## src/design/id_pkg.sv

```systemverilog
`default_nettype none

package id_pkg;

    localparam int WORD_W     = 32;
    localparam int REG_ADDR_W = 5;

    typedef logic [WORD_W-1:0]     word_t;
    typedef logic [REG_ADDR_W-1:0] reg_addr_t;

    localparam reg_addr_t LINK_REG = 5'd31;    // link destination

    //********************************************************************
    // opcode, funct and regimm rt codes
    //********************************************************************
    localparam logic [5:0] OP_SPECIAL = 6'b000000;
    localparam logic [5:0] OP_REGIMM  = 6'b000001;
    localparam logic [5:0] OP_J       = 6'b000010;
    localparam logic [5:0] OP_JAL     = 6'b000011;
    localparam logic [5:0] OP_BEQ     = 6'b000100;
    localparam logic [5:0] OP_BNE     = 6'b000101;
    localparam logic [5:0] OP_BLEZ    = 6'b000110;
    localparam logic [5:0] OP_BGTZ    = 6'b000111;
    localparam logic [5:0] OP_ADDI    = 6'b001000;
    localparam logic [5:0] OP_ADDIU   = 6'b001001;
    localparam logic [5:0] OP_SLTI    = 6'b001010;
    localparam logic [5:0] OP_SLTIU   = 6'b001011;
    localparam logic [5:0] OP_ANDI    = 6'b001100;
    localparam logic [5:0] OP_ORI     = 6'b001101;
    localparam logic [5:0] OP_XORI    = 6'b001110;
    localparam logic [5:0] OP_LUI     = 6'b001111;
    localparam logic [5:0] OP_LB      = 6'b100000;
    localparam logic [5:0] OP_LH      = 6'b100001;
    localparam logic [5:0] OP_LW      = 6'b100011;
    localparam logic [5:0] OP_LBU     = 6'b100100;
    localparam logic [5:0] OP_LHU     = 6'b100101;
    localparam logic [5:0] OP_SB      = 6'b101000;
    localparam logic [5:0] OP_SH      = 6'b101001;
    localparam logic [5:0] OP_SW      = 6'b101011;

    localparam logic [5:0] FN_SLL  = 6'b000000;
    localparam logic [5:0] FN_SRL  = 6'b000010;
    localparam logic [5:0] FN_SRA  = 6'b000011;
    localparam logic [5:0] FN_SLLV = 6'b000100;
    localparam logic [5:0] FN_SRLV = 6'b000110;
    localparam logic [5:0] FN_SRAV = 6'b000111;
    localparam logic [5:0] FN_JR   = 6'b001000;
    localparam logic [5:0] FN_JALR = 6'b001001;
    localparam logic [5:0] FN_ADD  = 6'b100000;
    localparam logic [5:0] FN_ADDU = 6'b100001;
    localparam logic [5:0] FN_SUB  = 6'b100010;
    localparam logic [5:0] FN_SUBU = 6'b100011;
    localparam logic [5:0] FN_AND  = 6'b100100;
    localparam logic [5:0] FN_OR   = 6'b100101;
    localparam logic [5:0] FN_XOR  = 6'b100110;
    localparam logic [5:0] FN_NOR  = 6'b100111;
    localparam logic [5:0] FN_SLT  = 6'b101010;
    localparam logic [5:0] FN_SLTU = 6'b101011;

    localparam logic [4:0] REGIMM_BLTZ   = 5'b00000;
    localparam logic [4:0] REGIMM_BGEZ   = 5'b00001;
    localparam logic [4:0] REGIMM_BLTZAL = 5'b10000;
    localparam logic [4:0] REGIMM_BGEZAL = 5'b10001;

    //********************************************************************
    // one-hot alu operation with add in the top bit
    //********************************************************************
    localparam int ALU_N   = 12;
    localparam int ALU_ADD = 11;
    localparam int ALU_SUB = 10;
    localparam int ALU_SLT = 9;
    localparam int ALU_SLTU = 8;
    localparam int ALU_AND = 7;
    localparam int ALU_NOR = 6;
    localparam int ALU_OR  = 5;
    localparam int ALU_XOR = 4;
    localparam int ALU_SLL = 3;
    localparam int ALU_SRL = 2;
    localparam int ALU_SRA = 1;
    localparam int ALU_LUI = 0;

    typedef logic [ALU_N-1:0] alu_op_t;

    typedef struct packed {
        logic load;
        logic store;
        logic load_sign;    // sign extend byte and half loads
        logic ls_word;
        logic ls_byte;
        logic ls_half;
    } mem_ctl_t;

    typedef enum logic {OPND1_RS, OPND1_SA} opnd1_sel_t;

    typedef enum logic [1:0] {IMM_NONE, IMM_ZERO, IMM_SIGN} imm_ext_t;

    typedef enum logic [3:0] {
        BR_NONE, BR_BEQ, BR_BNE, BR_BGEZ, BR_BGTZ, BR_BLEZ, BR_BLTZ, BR_J, BR_JR
    } br_kind_t;

    typedef enum logic [1:0] {WDEST_NONE, WDEST_RT, WDEST_RD, WDEST_R31} wdest_sel_t;

endpackage

`default_nettype wire

```

## src/design/id_ctrl.sv

```systemverilog
`default_nettype none

module id_ctrl import id_pkg::*; (
    input  logic       clk,
    input  logic       arst_n,
    input  logic       id_valid,
    input  word_t      inst,
    input  logic       if_over,
    input  reg_addr_t  exe_wdest,
    input  reg_addr_t  mem_wdest,
    input  reg_addr_t  wb_wdest,
    input  logic       br_cond,
    output reg_addr_t  rs,
    output reg_addr_t  rt,
    output alu_op_t    alu_op,
    output opnd1_sel_t opnd1_sel,
    output logic       link,
    output imm_ext_t   imm_ext,
    output br_kind_t   br_kind,
    output mem_ctl_t   mem_ctl,
    output wdest_sel_t wdest_sel,
    output logic       rs_wait,
    output logic       rt_wait,
    output logic       id_over,
    output logic       jbr_taken,
    output logic       exe_valid
);

    logic [5:0] op;
    logic [5:0] funct;
    reg_addr_t  rd;
    logic       r_alu;      // special opcode, sa field clear
    logic       shf_sa;     // special opcode, rs field clear

    logic i_addu, i_subu, i_slt, i_sltu, i_and, i_nor, i_or, i_xor;
    logic i_sll, i_srl, i_sra, i_sllv, i_srlv, i_srav, i_jr, i_jalr;
    logic i_addiu, i_slti, i_sltiu, i_andi, i_ori, i_xori, i_lui;
    logic i_beq, i_bne, i_bgez, i_bgtz, i_blez, i_bltz, i_bgezal, i_bltzal;
    logic i_j, i_jal, i_lw, i_lb, i_lbu, i_lh, i_lhu, i_sw, i_sb, i_sh;
    logic i_load, i_store, i_imm_zero, i_imm_sign;
    logic no_rs, no_rt, jbr;

    assign op    = inst[31:26];
    assign rs    = inst[25:21];
    assign rt    = inst[20:16];
    assign rd    = inst[15:11];
    assign funct = inst[5:0];

    //********************************************************************
    // instruction match
    //********************************************************************
    assign r_alu  = (op == OP_SPECIAL) & (inst[10:6] == 5'd0);
    assign shf_sa = (op == OP_SPECIAL) & (rs == 5'd0);

    assign i_addu = r_alu & ((funct == FN_ADDU) | (funct == FN_ADD));    // add treated as addu
    assign i_subu = r_alu & ((funct == FN_SUBU) | (funct == FN_SUB));
    assign i_slt  = r_alu & (funct == FN_SLT);
    assign i_sltu = r_alu & (funct == FN_SLTU);
    assign i_and  = r_alu & (funct == FN_AND);
    assign i_nor  = r_alu & (funct == FN_NOR);
    assign i_or   = r_alu & (funct == FN_OR);
    assign i_xor  = r_alu & (funct == FN_XOR);
    assign i_sllv = r_alu & (funct == FN_SLLV);
    assign i_srlv = r_alu & (funct == FN_SRLV);
    assign i_srav = r_alu & (funct == FN_SRAV);
    assign i_sll  = shf_sa & (funct == FN_SLL);
    assign i_srl  = shf_sa & (funct == FN_SRL);
    assign i_sra  = shf_sa & (funct == FN_SRA);
    assign i_jr   = r_alu & (rt == 5'd0) & (rd == 5'd0) & (funct == FN_JR);
    assign i_jalr = r_alu & (rt == 5'd0) & (funct == FN_JALR);

    assign i_addiu = (op == OP_ADDIU) | (op == OP_ADDI);
    assign i_slti  = (op == OP_SLTI);
    assign i_sltiu = (op == OP_SLTIU);
    assign i_andi  = (op == OP_ANDI);
    assign i_ori   = (op == OP_ORI);
    assign i_xori  = (op == OP_XORI);
    assign i_lui   = (op == OP_LUI) & (rs == 5'd0);

    assign i_beq    = (op == OP_BEQ);
    assign i_bne    = (op == OP_BNE);
    assign i_bgtz   = (op == OP_BGTZ) & (rt == 5'd0);
    assign i_blez   = (op == OP_BLEZ) & (rt == 5'd0);
    assign i_bgez   = (op == OP_REGIMM) & (rt == REGIMM_BGEZ);
    assign i_bltz   = (op == OP_REGIMM) & (rt == REGIMM_BLTZ);
    assign i_bgezal = (op == OP_REGIMM) & (rt == REGIMM_BGEZAL);
    assign i_bltzal = (op == OP_REGIMM) & (rt == REGIMM_BLTZAL);
    assign i_j      = (op == OP_J);
    assign i_jal    = (op == OP_JAL);

    assign i_lw  = (op == OP_LW);
    assign i_lb  = (op == OP_LB);
    assign i_lbu = (op == OP_LBU);
    assign i_lh  = (op == OP_LH);
    assign i_lhu = (op == OP_LHU);
    assign i_sw  = (op == OP_SW);
    assign i_sb  = (op == OP_SB);
    assign i_sh  = (op == OP_SH);

    //********************************************************************
    // control classes
    //********************************************************************
    assign i_load     = i_lw | i_lb | i_lbu | i_lh | i_lhu;
    assign i_store    = i_sw | i_sb | i_sh;
    assign i_imm_zero = i_andi | i_ori | i_xori | i_lui;
    assign i_imm_sign = i_addiu | i_slti | i_sltiu | i_load | i_store;

    assign link      = i_jal | i_jalr | i_bgezal | i_bltzal;
    assign opnd1_sel = (i_sll | i_srl | i_sra) ? OPND1_SA : OPND1_RS;

    always_comb begin
        alu_op           = '0;
        alu_op[ALU_ADD]  = i_addu | i_addiu | i_load | i_store | link;    // links form pc+8
        alu_op[ALU_SUB]  = i_subu;
        alu_op[ALU_SLT]  = i_slt | i_slti;
        alu_op[ALU_SLTU] = i_sltu | i_sltiu;
        alu_op[ALU_AND]  = i_and | i_andi;
        alu_op[ALU_NOR]  = i_nor;
        alu_op[ALU_OR]   = i_or | i_ori;
        alu_op[ALU_XOR]  = i_xor | i_xori;
        alu_op[ALU_SLL]  = i_sll | i_sllv;
        alu_op[ALU_SRL]  = i_srl | i_srlv;
        alu_op[ALU_SRA]  = i_sra | i_srav;
        alu_op[ALU_LUI]  = i_lui;
    end

    always_comb begin
        if (i_imm_zero) imm_ext = IMM_ZERO;
        else if (i_imm_sign) imm_ext = IMM_SIGN;
        else imm_ext = IMM_NONE;
    end

    always_comb begin
        if (i_jr | i_jalr) br_kind = BR_JR;
        else if (i_j | i_jal) br_kind = BR_J;
        else if (i_beq) br_kind = BR_BEQ;
        else if (i_bne) br_kind = BR_BNE;
        else if (i_bgez | i_bgezal) br_kind = BR_BGEZ;
        else if (i_bgtz) br_kind = BR_BGTZ;
        else if (i_blez) br_kind = BR_BLEZ;
        else if (i_bltz | i_bltzal) br_kind = BR_BLTZ;
        else br_kind = BR_NONE;
    end

    always_comb begin
        mem_ctl.load      = i_load;
        mem_ctl.store     = i_store;
        mem_ctl.load_sign = i_lb | i_lh;
        mem_ctl.ls_word   = i_lw | i_sw;
        mem_ctl.ls_byte   = i_lb | i_lbu | i_sb;
        mem_ctl.ls_half   = i_lh | i_lhu | i_sh;
    end

    always_comb begin
        if (i_imm_zero | i_addiu | i_slti | i_sltiu | i_load) begin
            wdest_sel = WDEST_RT;
        end else if (i_jal | i_bgezal | i_bltzal) begin
            wdest_sel = WDEST_R31;
        end else if (i_addu | i_subu | i_slt | i_sltu | i_and | i_nor | i_or | i_xor
                     | i_sll | i_srl | i_sra | i_sllv | i_srlv | i_srav | i_jalr) begin
            wdest_sel = WDEST_RD;
        end else begin
            wdest_sel = WDEST_NONE;
        end
    end

    //********************************************************************
    // read-after-write interlock and stage completion
    //********************************************************************
    assign no_rs = i_j | i_jal;    // rs bits belong to the target field
    assign no_rt = i_addiu | i_slti | i_sltiu | i_imm_zero | i_load
                 | i_bgez | i_bltz | i_bgezal | i_bltzal | i_j | i_jal;

    assign rs_wait = ~no_rs & (rs != 5'd0)
                   & ((rs == exe_wdest) | (rs == mem_wdest) | (rs == wb_wdest));
    assign rt_wait = ~no_rt & (rt != 5'd0)
                   & ((rt == exe_wdest) | (rt == mem_wdest) | (rt == wb_wdest));

    // a jump waits for fetch so the redirect is not lost
    assign jbr       = (br_kind != BR_NONE);
    assign id_over   = id_valid & ~rs_wait & ~rt_wait & (~jbr | if_over);
    assign jbr_taken = br_cond & id_over;

    always_ff @(posedge clk or negedge arst_n) begin
        if (!arst_n) begin
            exe_valid <= 1'b0;
        end else begin
            exe_valid <= id_over;    // one pulse per completed instruction
        end
    end

endmodule

`default_nettype wire

```

## src/design/id_branch_unit.sv

```systemverilog
`default_nettype none

module id_branch_unit import id_pkg::*; (
    input  br_kind_t br_kind,
    input  word_t    pc,
    input  word_t    inst,
    input  word_t    rs_value,
    input  word_t    rt_value,
    output logic     br_cond,
    output word_t    jbr_target
);

    word_t bd_pc;          // delay slot pc
    word_t br_offset;
    logic  rs_eq_rt;
    logic  rs_ez;
    logic  rs_ltz;

    assign bd_pc     = pc + word_t'(4);
    assign br_offset = {{(WORD_W-18){inst[15]}}, inst[15:0], 2'b00};
    assign rs_eq_rt  = (rs_value == rt_value);
    assign rs_ez     = (rs_value == '0);
    assign rs_ltz    = rs_value[WORD_W-1];

    always_comb begin
        case (br_kind)
            BR_BEQ:  br_cond = rs_eq_rt;
            BR_BNE:  br_cond = ~rs_eq_rt;
            BR_BGEZ: br_cond = ~rs_ltz;
            BR_BGTZ: br_cond = ~rs_ltz & ~rs_ez;
            BR_BLEZ: br_cond = rs_ltz | rs_ez;
            BR_BLTZ: br_cond = rs_ltz;
            BR_J,
            BR_JR:   br_cond = 1'b1;    // unconditional
            default: br_cond = 1'b0;
        endcase
    end

    always_comb begin
        case (br_kind)
            BR_JR:   jbr_target = rs_value;
            BR_J:    jbr_target = {bd_pc[WORD_W-1:28], inst[25:0], 2'b00};    // region jump
            default: jbr_target = bd_pc + br_offset;
        endcase
    end

endmodule

`default_nettype wire

```

## src/design/id_operand_path.sv

```systemverilog
`default_nettype none

module id_operand_path import id_pkg::*; (
    input  logic       clk,
    input  logic       arst_n,
    input  logic       id_over,
    input  alu_op_t    alu_op,
    input  opnd1_sel_t opnd1_sel,
    input  logic       link,
    input  imm_ext_t   imm_ext,
    input  word_t      pc,
    input  word_t      inst,
    input  word_t      rs_value,
    input  word_t      rt_value,
    output alu_op_t    exe_alu_op,
    output word_t      exe_operand1,
    output word_t      exe_operand2,
    output word_t      exe_pc
);

    word_t operand1;
    word_t operand2;

    always_comb begin
        if (link) begin
            operand1 = pc;
        end else if (opnd1_sel == OPND1_SA) begin
            operand1 = {{(WORD_W-5){1'b0}}, inst[10:6]};    // constant shift amount
        end else begin
            operand1 = rs_value;
        end
    end

    always_comb begin
        if (link) begin
            operand2 = word_t'(8);    // return past the delay slot
        end else begin
            case (imm_ext)
                IMM_ZERO: operand2 = {{(WORD_W-16){1'b0}}, inst[15:0]};
                IMM_SIGN: operand2 = {{(WORD_W-16){inst[15]}}, inst[15:0]};
                default:  operand2 = rt_value;
            endcase
        end
    end

    always_ff @(posedge clk or negedge arst_n) begin
        if (!arst_n) begin
            exe_alu_op   <= '0;
            exe_operand1 <= '0;
            exe_operand2 <= '0;
            exe_pc       <= '0;
        end else if (id_over) begin
            exe_alu_op   <= alu_op;
            exe_operand1 <= operand1;
            exe_operand2 <= operand2;
            exe_pc       <= pc;
        end
    end

endmodule

`default_nettype wire

```

## src/design/id_wb_path.sv

```systemverilog
`default_nettype none

module id_wb_path import id_pkg::*; (
    input  logic       clk,
    input  logic       arst_n,
    input  logic       id_over,
    input  mem_ctl_t   mem_ctl,
    input  wdest_sel_t wdest_sel,
    input  word_t      inst,
    input  word_t      rt_value,
    output mem_ctl_t   exe_mem_ctl,
    output word_t      exe_store_data,
    output logic       exe_rf_wen,
    output reg_addr_t  exe_rf_wdest
);

    reg_addr_t rf_wdest;
    logic      rf_wen;

    // zero destination when nothing is written keeps the hazard compare clean
    always_comb begin
        case (wdest_sel)
            WDEST_RT:  rf_wdest = inst[20:16];
            WDEST_RD:  rf_wdest = inst[15:11];
            WDEST_R31: rf_wdest = LINK_REG;
            default:   rf_wdest = '0;
        endcase
    end

    assign rf_wen = (wdest_sel != WDEST_NONE);

    always_ff @(posedge clk or negedge arst_n) begin
        if (!arst_n) begin
            exe_mem_ctl    <= '0;
            exe_store_data <= '0;
            exe_rf_wen     <= 1'b0;
            exe_rf_wdest   <= '0;
        end else if (id_over) begin
            exe_mem_ctl    <= mem_ctl;
            exe_store_data <= rt_value;    // stores always take rt
            exe_rf_wen     <= rf_wen;
            exe_rf_wdest   <= rf_wdest;
        end
    end

endmodule

`default_nettype wire

```

## src/design/id_stage.sv

```systemverilog
`default_nettype none

module id_stage import id_pkg::*; (
    input  logic      clk,
    input  logic      arst_n,
    input  logic      id_valid,
    input  word_t     if_id_pc,
    input  word_t     if_id_inst,
    input  word_t     rs_value,
    input  word_t     rt_value,
    input  logic      if_over,
    input  reg_addr_t exe_wdest,
    input  reg_addr_t mem_wdest,
    input  reg_addr_t wb_wdest,
    output reg_addr_t rs,
    output reg_addr_t rt,
    output logic      jbr_taken,
    output word_t     jbr_target,
    output logic      id_over,
    output logic      rs_wait,
    output logic      rt_wait,
    output logic      exe_valid,
    output alu_op_t   exe_alu_op,
    output word_t     exe_operand1,
    output word_t     exe_operand2,
    output mem_ctl_t  exe_mem_ctl,
    output word_t     exe_store_data,
    output logic      exe_rf_wen,
    output reg_addr_t exe_rf_wdest,
    output word_t     exe_pc
);

    alu_op_t    alu_op;
    opnd1_sel_t opnd1_sel;
    logic       link;
    imm_ext_t   imm_ext;
    br_kind_t   br_kind;
    mem_ctl_t   mem_ctl;
    wdest_sel_t wdest_sel;
    logic       br_cond;

    //********************************************************************
    // control
    //********************************************************************
    id_ctrl u_ctrl (
        .clk       (clk),
        .arst_n    (arst_n),
        .id_valid  (id_valid),
        .inst      (if_id_inst),
        .if_over   (if_over),
        .exe_wdest (exe_wdest),
        .mem_wdest (mem_wdest),
        .wb_wdest  (wb_wdest),
        .br_cond   (br_cond),
        .rs        (rs),
        .rt        (rt),
        .alu_op    (alu_op),
        .opnd1_sel (opnd1_sel),
        .link      (link),
        .imm_ext   (imm_ext),
        .br_kind   (br_kind),
        .mem_ctl   (mem_ctl),
        .wdest_sel (wdest_sel),
        .rs_wait   (rs_wait),
        .rt_wait   (rt_wait),
        .id_over   (id_over),
        .jbr_taken (jbr_taken),
        .exe_valid (exe_valid)
    );

    //********************************************************************
    // datapath
    //********************************************************************
    id_branch_unit u_branch (
        .br_kind    (br_kind),
        .pc         (if_id_pc),
        .inst       (if_id_inst),
        .rs_value   (rs_value),
        .rt_value   (rt_value),
        .br_cond    (br_cond),
        .jbr_target (jbr_target)
    );

    id_operand_path u_operand (
        .clk          (clk),
        .arst_n       (arst_n),
        .id_over      (id_over),
        .alu_op       (alu_op),
        .opnd1_sel    (opnd1_sel),
        .link         (link),
        .imm_ext      (imm_ext),
        .pc           (if_id_pc),
        .inst         (if_id_inst),
        .rs_value     (rs_value),
        .rt_value     (rt_value),
        .exe_alu_op   (exe_alu_op),
        .exe_operand1 (exe_operand1),
        .exe_operand2 (exe_operand2),
        .exe_pc       (exe_pc)
    );

    id_wb_path u_wb (
        .clk            (clk),
        .arst_n         (arst_n),
        .id_over        (id_over),
        .mem_ctl        (mem_ctl),
        .wdest_sel      (wdest_sel),
        .inst           (if_id_inst),
        .rt_value       (rt_value),
        .exe_mem_ctl    (exe_mem_ctl),
        .exe_store_data (exe_store_data),
        .exe_rf_wen     (exe_rf_wen),
        .exe_rf_wdest   (exe_rf_wdest)
    );

endmodule

`default_nettype wire

```

## config.mk

```make
export PLATFORM = sky130hd
export DESIGN_NAME = id_stage
export DESIGN_NICKNAME = d
export VERILOG_FILES = /design/src/design/id_pkg.sv /design/src/design/id_ctrl.sv /design/src/design/id_branch_unit.sv /design/src/design/id_operand_path.sv /design/src/design/id_wb_path.sv /design/src/design/id_stage.sv
export SDC_FILE = /design/constraint.sdc
export NUM_CORES = 1
export LEC_CHECK = 0
export BUFFER_PORTS_ARGS = -buffer_cell sky130_fd_sc_hd__buf_2
export CAP_MARGIN = 20
export CORE_ASPECT_RATIO = 0.8
export CORE_MARGIN = 1.5
export CORE_UTILIZATION = 52
export CTS_CLUSTER_DIAMETER = 120
export DETAILED_ROUTE_END_ITERATION = 10
export GPL_ROUTABILITY_DRIVEN = 0
export HOLD_SLACK_MARGIN = 0.06
export PLACE_DENSITY = 0.9
export SLEW_MARGIN = 30
export SYNTH_ARGS = -nofsm -noshare
export SYNTH_HDL_FRONTEND = slang
export SYNTH_SLANG_ARGS = --single-unit
```

## constraint.sdc

```tcl
create_clock -name clk -period 5.3 [get_ports clk]
set_input_delay 0.795 -clock clk [delete_from_list [all_inputs] [get_ports clk]]
set_output_delay 0.795 -clock clk [all_outputs]
set_load 0.02 [all_outputs]
```

==> reports/metrics.cfg, run 1 <==
[sta]
relSlewSlack_pct=43.1
tightest_slew_ns=0.854
fmax_mhz=194
setup_viol=0
skew_ns=0
maxSlewViolCount=0
report.final.hold_viol_count=0
fin_crit_sh_pct=97.2
post-route-min-period_ns=5.15
tns_ns=0
whs_ns=0.389

[synth]
synth_top_flop_cell=dfrtp_1
synthTopCellsByArea=dfrtp_1 37%, nand2_1 12%, xnor2_1 6.1%
ys_types=66
synth-edff-count=0
synth_commonest_cells=337 x nand2_1, 153 x dfrtp_1, 91 x o21ai_0
yosysTopAreaCellShare_pct=37.0
syn-cell-area_mm2=0.0104
syn_avg_cell_area_um2=7.98
async_reset_ff_share_pct=100
ys_ff_latch=153
syn_inst=1298
yosysMostFrequentCell=nand2_1
synth_top_cell_by_area=dfrtp_1
syn_nets=1476
seq_area_frac_synth_pct=37.0
yosys_warnings=0

[cells_and_area]
area_growth_pct=23.6
drive_gt1_share_pct=26.2
layout.nets=1762

[outcome]
status=completed

[critical_path]
r2r-end=u_operand.exe_operand1[29]
setup.worst_path.class=input port to output port
cp_cell_sequence=buf_2, ha_2, inv_1, or2_2, nor2_1, buf_4, and3_4, nand4_1, xnor2_1, ha_1, and3_1, a221o_1, a21oi_1, a311oi_1, or4_1, nand3_1, buf_2
crit_path_start=if_id_pc[3]
crit_fanout=6
rrSetupSlack_ns=4.56
critical_path_buf_inv_count=4
crit_path_start_kind=input port
worstPathArrival_ns=4.36
slowest_delay_ns=0.45
reg2reg_from=u_operand.exe_operand1[29]
cp.depth=17
critPathSlowestCell=or4_1
reg2regPathDepth=2
endpoint=jbr_target[30]
end_kind=output port
required_ns=4.51
crit_top_cell=buf_2
cp_top_family=simple AND/OR/NAND/NOR gates

[global_route]
grt_pass1_vias=10600
grt.total_usage_pct=38.3
grt_pass1_wl_um=60500
antenna_found_initial=4
overflow=0
grt_max_degree=131

[clock_tree]
cts_hold_buf=0
htree_levels=4
cts_root_buf=clkbuf_16
clkSinkCount=153
clock_latency_ns=0.44
clkTransAtPathRegs_ns=0.07
cts_buffers=17
clock_path_buffers=2
cts_tree=built

[routing]
drt_iter0_drc=1470
routed_wl_um=40600
detail_route.wl_per_cell_um=21.8
vias=11500
first_pass_iters=8
postRouteAntennaNets=0
vias_per_cell=6.17
drc_errors=0

[pwr]
p_total_uw=4470
worst_ir_drop_vdd_mv=0.213
power.density_mw_per_mm2=349
p_leak_uw=0.00623

[floorplanning]
die_w_um=161
rows=45
start_util_pct=53.8
fp.dieArea_mm2=0.0208
die_y_um=129
coreArea_mm2=0.0193
io_pins=346

[placement]
dp_hpwl_um=30000
io_buffers=345

[worst_hold_path]
hold_class=input port to async pin

[run]
maxCapViolations=0

==> sequential cells by signal, indices dropped and copies added, names as in the netlist <==
signal,flops
u_operand.exe_alu_op,12
u_wb.exe_store_data,32
u_wb.exe_rf_wen,1
u_operand.exe_operand2,32
u_operand.exe_pc,32
u_wb.exe_rf_wdest,5
u_ctrl.exe_valid,1
u_operand.exe_operand1,32
u_wb.exe_mem_ctl,6
==> power breakdown <==
group	switching (µW)	internal (µW)	total, µW
clock	552	849	1400
combinational	1060	505	1570
sequential	115	1380	1500
==> cells in the final DEF, fill, tap and decap left out, drive strengths merged, types with 34 or more instances in the layout <==
master,instances
buf,363
nand2,337
dfrtp,153
o21ai,101
xnor2,72
nor2,67
nand3,64
a21oi,44
xor2,42
a31oi,34
==> per-layer routing <==
| layer | vias up | global-route usage, % | wire length, µm | part of all wire [%] |
|---|---|---|---|---|
| met5 | - | 0 | 0 | 0 |
| met4 | 0 | 18.6 | 1930 | 4.8 |
| met3 | 148 | 9.99 | 5100 | 13 |
| met2 | 867 | 60.7 | 18000 | 44 |
| met1 | 5354 | 49.4 | 15500 | 38 |
| li1 | 5099 | - | - | - |
==> worst min path at each step <==
stage,endpoint
2_1_floorplan,u_ctrl.exe_valid
3_5_place_dp,u_operand.exe_alu_op[2]
5_1_grt,u_wb.exe_rf_wen
3_3_place_gp,u_operand.exe_alu_op[2]
6_report,u_wb.exe_rf_wen
4_1_cts,u_wb.exe_rf_wen
==> stage by stage <==
stage | cells | instance area [µm²] | util, % | worst slack (ns)
global placement | 1822 | 12100 | 62.8 | 0.224
floorplan | 1298 | 10400 | - | 0.407
global route | 1859 | 12800 | 66.5 | -0.0220
detailed placement | 1822 | 12100 | 62.8 | 0.0314
finish | 1859 | 12800 | 66.5 | 0.149
CTS | 1854 | 12800 | 66.2 | 0.0232
==> area by class of cell <==
| type | instances | area, µm² |
|---|---|---|
| well taps | 258 | 323 |
| repair buffers | 363 | 1880 |
| clock buffers | 18 | 429 |
| flip-flops and latches | 153 | 3830 |
| inverters | 12 | 47.5 |
| diodes | 4 | 10.0 |
| fillers | 1588 | 6450 |
| clock inverters | 14 | 231 |
| multi-input cells | 1037 | 6060 |
==> kinds of logic (layout without fill, tap and decap cells) <==
logic type,count (synthesis),after routing,share of synthesized area (%)
buffers and inverters,108,407,5.01
XOR/XNOR,114,114,9.64
multiplexers,24,24,2.33
AO/OA/AOI/OAI,289,289,17.5
adder cells (fa/ha/maj),31,31,3.82
AND/OR/NAND/NOR,579,579,24.8
other,0,4,0
flip-flops,153,153,37.0
==> timing repair <==
action | 4_1_cts | 5_1_grt
resized for setup | 0 | 9
setup endpoints to repair | 0 | 3
setup buffers | 0 | 1
(Power assumes the default switching activity.)
==> inputs of run 2 (changes only) <==
GPL_TIMING_DRIVEN = 0   (was not set)
==> run 2 against run 1 <==
  * Non-clock buffer count increased by 63
  * Combinational power increased by 4%
  * First-iteration DRC count increased by 26%
  * Via count increased by 5.5%
  * Sequential power about the same
  * Global-route usage increased by 2.9 points
  * Clock skew unchanged
  * Worst hold slack got worse by 0.095 ns
  * Largest power group unchanged
  * Highest routed layer is now met5
==> reports/metrics.cfg, run 2 (synthesized netlist as in run 1, its figures left out) <==
[critical_path]
reg2reg_from=u_operand.exe_operand1[28]
required_ns=4.51  ; about the same
crit_fanout=6  ; unchanged
end_kind=output port
slowest_delay_ns=0.39  ; -0.06 ns
cp_cell_sequence=buf_2, ha_4, inv_1, or2_2, nor2_4, nand4_1, xnor2_1, ha_1, and4_4, and2_1, nand3_1, a21oi_2, o2111ai_2, a211o_1, a311o_1, o211ai_1, buf_4
critical_path_buf_inv_count=3  ; -1
crit_path_start_kind=input port
cp_top_family=compound AO/OA/AOI/OAI gates
worstPathArrival_ns=4.36  ; about the same
crit_path_start=if_id_pc[3]
critPathSlowestCell=ha_1
setup.worst_path.class=input port to output port

[sta]
relSlewSlack_pct=45.0  ; +1.9 points
report.final.hold_viol_count=0  ; unchanged
maxSlewViolCount=0  ; unchanged
fmax_mhz=194  ; -0.17%
setup_viol=0  ; unchanged
skew_ns=0  ; unchanged
fin_crit_sh_pct=97.4  ; +0.16 points
whs_ns=0.294  ; -0.0954 ns
tightest_slew_ns=0.825  ; -0.0287 ns
post-route-min-period_ns=5.16  ; +0.00869 ns

[floorplanning]
fp.dieArea_mm2=0.0208  ; unchanged
die_y_um=129  ; unchanged
start_util_pct=53.8  ; unchanged
io_pins=346  ; unchanged
rows=45  ; unchanged
die_w_um=161  ; unchanged
coreArea_mm2=0.0193  ; unchanged

[cells_and_area]
layout_common_cells=366 x buf_2, 337 x nand2_1, 153 x dfrtp_1
final_common_cell=buf_2
stdcell_count=1919  ; +3.2%
utilization_pct=67.9  ; +1.4 points
area_growth_pct=26.2
layout.nets=1825  ; +3.6%
drive_gt1_share_pct=27.0  ; +0.75 points

[routing]
vias=12100  ; +5.5%
routed_wl_um=43700  ; +7.7%
postRouteAntennaNets=0  ; unchanged
first_pass_iters=6  ; -2
drc_errors=0  ; unchanged
detail_route.wl_per_cell_um=22.8  ; +4.4%
drt_iter0_drc=1853  ; +26%
vias_per_cell=6.31  ; +2.2%

[placement]
dp_hpwl_um=33500  ; +12%
dp_cells=1888  ; +3.6%
io_buffers=331  ; -4.1%

[clock_tree]
htree_levels=4  ; unchanged
cts_root_buf=clkbuf_16
clock_latency_ns=0.43  ; about the same
cts_buffers=17  ; unchanged
clkTransAtPathRegs_ns=0.06  ; about the same
clock_path_buffers=2  ; unchanged
clkSinkCount=153  ; unchanged
cts_hold_buf=0  ; unchanged
cts_tree=built

[global_route]
grt_max_degree=83  ; -37%
grt.total_usage_pct=41.2  ; +2.9 points
grt_pass1_wl_um=64500  ; +6.7%
overflow=0  ; unchanged
antenna_found_initial=2  ; -2
grt_pass1_vias=11300  ; +6.6%

[pwr]
p_leak_uw=0.00638  ; +2.4%
worst_ir_drop_vdd_mv=0.193  ; -9.3%
p_total_uw=4450  ; -0.33%
power.density_mw_per_mm2=341  ; -2.4%

[outcome]
status=completed

[worst_hold_path]
hold_class=input port to async pin

[run]
maxCapViolations=0  ; unchanged

[run 2: cell count changes in the layout (fill, tap and decap cells not counted), sizes merged]
cell,delta
buf,+22
clkbuf,+43
inv,-3
diode,-3
bufinv,-2
clkinv,+3
[run 2: cell type report]
class | instances | area, µm²
inverter | 12 | 45.0
clock inverter | 12 | 165
multi-input combinational | 1037 | 6090
clock buffer | 20 | 457
tap | 258 | 323
timing repair buffer | 332 | 1700
fill | 1578 | 6180
antenna | 1 | 2.50
sequential | 153 | 3830
buffer | 94 | 468
[run 2: worst paths after layout]
kind                                                   end  slack, ns  cells after the start
worst max-delay path                        jbr_target[31]       0.14                     17
worst min-delay path               u_wb.exe_store_data[17]       0.29                      1
worst max register to register  u_operand.exe_operand1[28]       4.55                      2
worst min register to register        u_operand.exe_pc[27]       0.47                      2
max in group asynchronous       u_operand.exe_operand1[15]       4.17                      2
min in group clk                      u_operand.exe_pc[27]       0.47                      2
[run 2: what timing repair did]
| action | in CTS | in global routing |
|---|---|---|
| gates resized for setup | 6 | 17 |
| endpoints found under the setup margin | 5 | 5 |
| pin swaps | 1 | 3 |
| setup buffers | 0 | 0 |
[run 2: metal layers]
layer / track usage [%] / wire [µm] / share of wire (%) / up-vias
li1: - / - / - / 5200
met1: 51.7 / 15500 / 35 / 5598
met2: 63.9 / 18700 / 43 / 1071
met3: 12.5 / 6640 / 15 / 232
met4: 23.6 / 2850 / 6.5 / 2
met5: 0 / 18 / 0.041 / -
[run 2: where the power goes]
group / switching, µW / internal (µW) / leakage, µW
registers: 117 / 1380 / 0.00188
logic: 1110 / 530 / 0.00421
clock network: 536 / 774 / 0.000299
total: 1770 / 2690 / 0.00638
[run 2: per-stage QoR]
step                instance area, µm²  setup WS [ns]  setup TNS [ns]
detailed placement               12400         -0.405           -1.15
CTS                              13000        0.00359               0
floorplan                        10400          0.407               0
global route                     13100        -0.0197         -0.0197
finish                           13100          0.140               0
global placement                 12300         -0.344          -0.817
==> inputs of run 3 (changes only) <==
REMOVE_ABC_BUFFERS = 1   (was not set)
==> run 3 against run 2 <==
  * Fmax shrank 0.94%
  * Sequential share of layout area grew 0.58 points
  * Routed wire length shrank 13%
  * Non-clock buffer count shrank 71
  * Register-to-register slack is essentially flat
  * Combinational power shrank 5%
  * Critical path depth shrank 2
  * Utilization shrank 1.3 points
  * Global-route usage shrank 5.1 points
  * Worst hold slack gained 0.029 ns
  * Critical endpoint is now jbr_target[30]
  * Largest power group unchanged
==> reports/metrics.cfg, run 3 (synthesized netlist as in run 1, its figures left out) <==
[routing]
first_pass_iters=7  ; +1
routed_wl_um=38200  ; -13%
vias=11200  ; -7.1%
detail_route.wl_per_cell_um=20.6  ; -9.4%
postRouteAntennaNets=0  ; unchanged
drc_errors=0  ; unchanged
drt_iter0_drc=1512  ; -18%
vias_per_cell=6.08  ; -3.6%

[global_route]
overflow=0  ; unchanged
grt_busiest_layer=met2
gr-usage-met3_pct=8.74  ; -3.8 points
grt.total_usage_pct=36.1  ; -5.1 points
grt_pass1_vias=10400  ; -8.0%
use_met1_pct=47.2  ; -4.6 points
antenna_found_initial=3  ; +1
grt_pass1_wl_um=57500  ; -11%
grt_max_degree=80  ; -3.6%
gr-usage-met2_pct=58.0  ; -6.0 points

[sta]
fin_crit_sh_pct=98.3  ; +0.93 points
setup_viol=0  ; unchanged
relSlewSlack_pct=38.0  ; -7.1 points
skew_ns=0  ; unchanged
tns_ns=0  ; unchanged
tightest_slew_ns=0.931  ; +0.106 ns
report.final.hold_viol_count=0  ; unchanged
maxSlewViolCount=0  ; unchanged
post-route-min-period_ns=5.21  ; +0.0491 ns
fmax_mhz=192  ; -0.94%

[critical_path]
r2r-end=u_operand.exe_operand1[5]
setup.worst_path.class=input port to output port
crit_fanout=7  ; +1
reg2reg_from=u_operand.exe_operand1[5]
critPathSlowestCell=or4_1
end_kind=output port
crit_path_start_kind=input port
reg2regPathDepth=2  ; unchanged
required_ns=4.51  ; about the same
rrSetupSlack_ns=4.55  ; about the same
slowest_delay_ns=0.43  ; +0.04 ns
crit_path_start=if_id_pc[4]
cp_cell_sequence=buf_2, nand4_1, nor3_4, and3_4, nand3_1, xnor2_1, ha_1, a21oi_1, o21ai_1, a221o_1, a21oi_1, a311oi_2, or4_1, nand3_1, buf_2
worstPathArrival_ns=4.41  ; +0.05 ns

[cells_and_area]
area_growth_pct=23.8
drive_gt1_share_pct=26.6  ; -0.37 points
layout_common_cells=344 x buf_2, 334 x nand2_1, 153 x dfrtp_1
stdcell_count=1850  ; -3.6%
nFillCells=1616  ; +2.4%
final_common_cell=buf_2
layout.nets=1754  ; -3.9%
utilization_pct=66.6  ; -1.3 points

[pwr]
p_total_uw=4220  ; -5.3%
worst_ir_drop_vdd_mv=0.206  ; +6.6%
power.density_mw_per_mm2=329  ; -3.5%
p_leak_uw=0.00620  ; -2.8%

[clock_tree]
cts_buffers=17  ; unchanged
clock_latency_ns=0.44  ; about the same
cts_tree=built
clkTransAtPathRegs_ns=0.07  ; about the same
cts_hold_buf=0  ; unchanged
clock_path_buffers=2  ; unchanged
clkSinkCount=153  ; unchanged
htree_levels=4  ; unchanged
cts_root_buf=clkbuf_16

[worst_hold_path]
hold_class=input port to async pin

[floorplanning]
die_w_um=161  ; unchanged
die_y_um=129  ; unchanged
coreArea_mm2=0.0193  ; unchanged
fp.dieArea_mm2=0.0208  ; unchanged
io_pins=346  ; unchanged
rows=45  ; unchanged
start_util_pct=53.8  ; unchanged

[placement]
dp_hpwl_um=28600  ; -15%
io_buffers=345  ; +4.2%
dp_cells=1813  ; -4.0%

[run]
maxCapViolations=0  ; unchanged

[outcome]
status=completed

run 3: worst max-delay path: cells and delay by family:
family / cells / cell delay (ns)
AO/OA/AOI/OAI: 5 / 1.16
XOR/XNOR: 1 / 0.14
adder cells (fa/ha/maj): 1 / 0.36
buffers and inverters: 2 / 0.33
AND/OR/NAND/NOR: 6 / 1.62
run 3: power breakdown:
part | switching (µW) | internal, µW | leakage (µW) | total, µW
Combinational | 1040 | 515 | 0.00408 | 1560
Clock | 553 | 613 | 0.000251 | 1170
Sequential | 112 | 1380 | 0.00188 | 1500
Total | 1700 | 2510 | 0.00620 | 4220
run 3: layout make-up:
class | instances | area, µm² | share of cell area [%]
antenna | 3 | 7.51 | 0.0585
sequential | 153 | 3830 | 29.8
inverter | 12 | 52.6 | 0.410
clock buffer | 19 | 433 | 3.37
multi-input combinational | 1037 | 6110 | 47.7
timing repair buffer | 355 | 1960 | 15.3
clock inverter | 13 | 113 | 0.878
tap | 258 | 323 | 2.52
run 3: how the worst max path moves through the flow:
stage | endpoint | slack (ns) | cells past startpoint
2_1_floorplan | id_over | -2.01 | 7
3_3_place_gp | id_over | -6.04 | 9
3_5_place_dp | jbr_target[30] | -0.27 | 15
4_1_cts | jbr_target[31] | 0.02 | 17
5_1_grt | jbr_target[31] | -0.03 | 16
6_report | jbr_target[30] | 0.09 | 15
run 3: per-stage QoR:
step | instance area [µm²] | hold slack, ns | setup WS, ns
after floorplan | 9890 | 0.499 | -2.01
final | 12800 | 0.322 | 0.0910
after detailed placement | 12200 | 0.455 | -0.272
after global placement | 11900 | 0.446 | -6.04
after CTS | 12800 | 0.348 | 0.0191
after global routing | 12800 | 0.371 | -0.0307
run 3: metal layers:
metal | vias up | wire, µm
met3 | 109 | 4500
met2 | 767 | 17300
met1 | 5298 | 15000
met4 | 0 | 1420
li1 | 5068 | -
met5 | - | 0
run 3: repair_timing:
action,CTS,global route
gates resized for setup,4,14
pin swaps,0,4
setup buffers,0,2
setup endpoints to repair,4,5
gates cloned,0,0
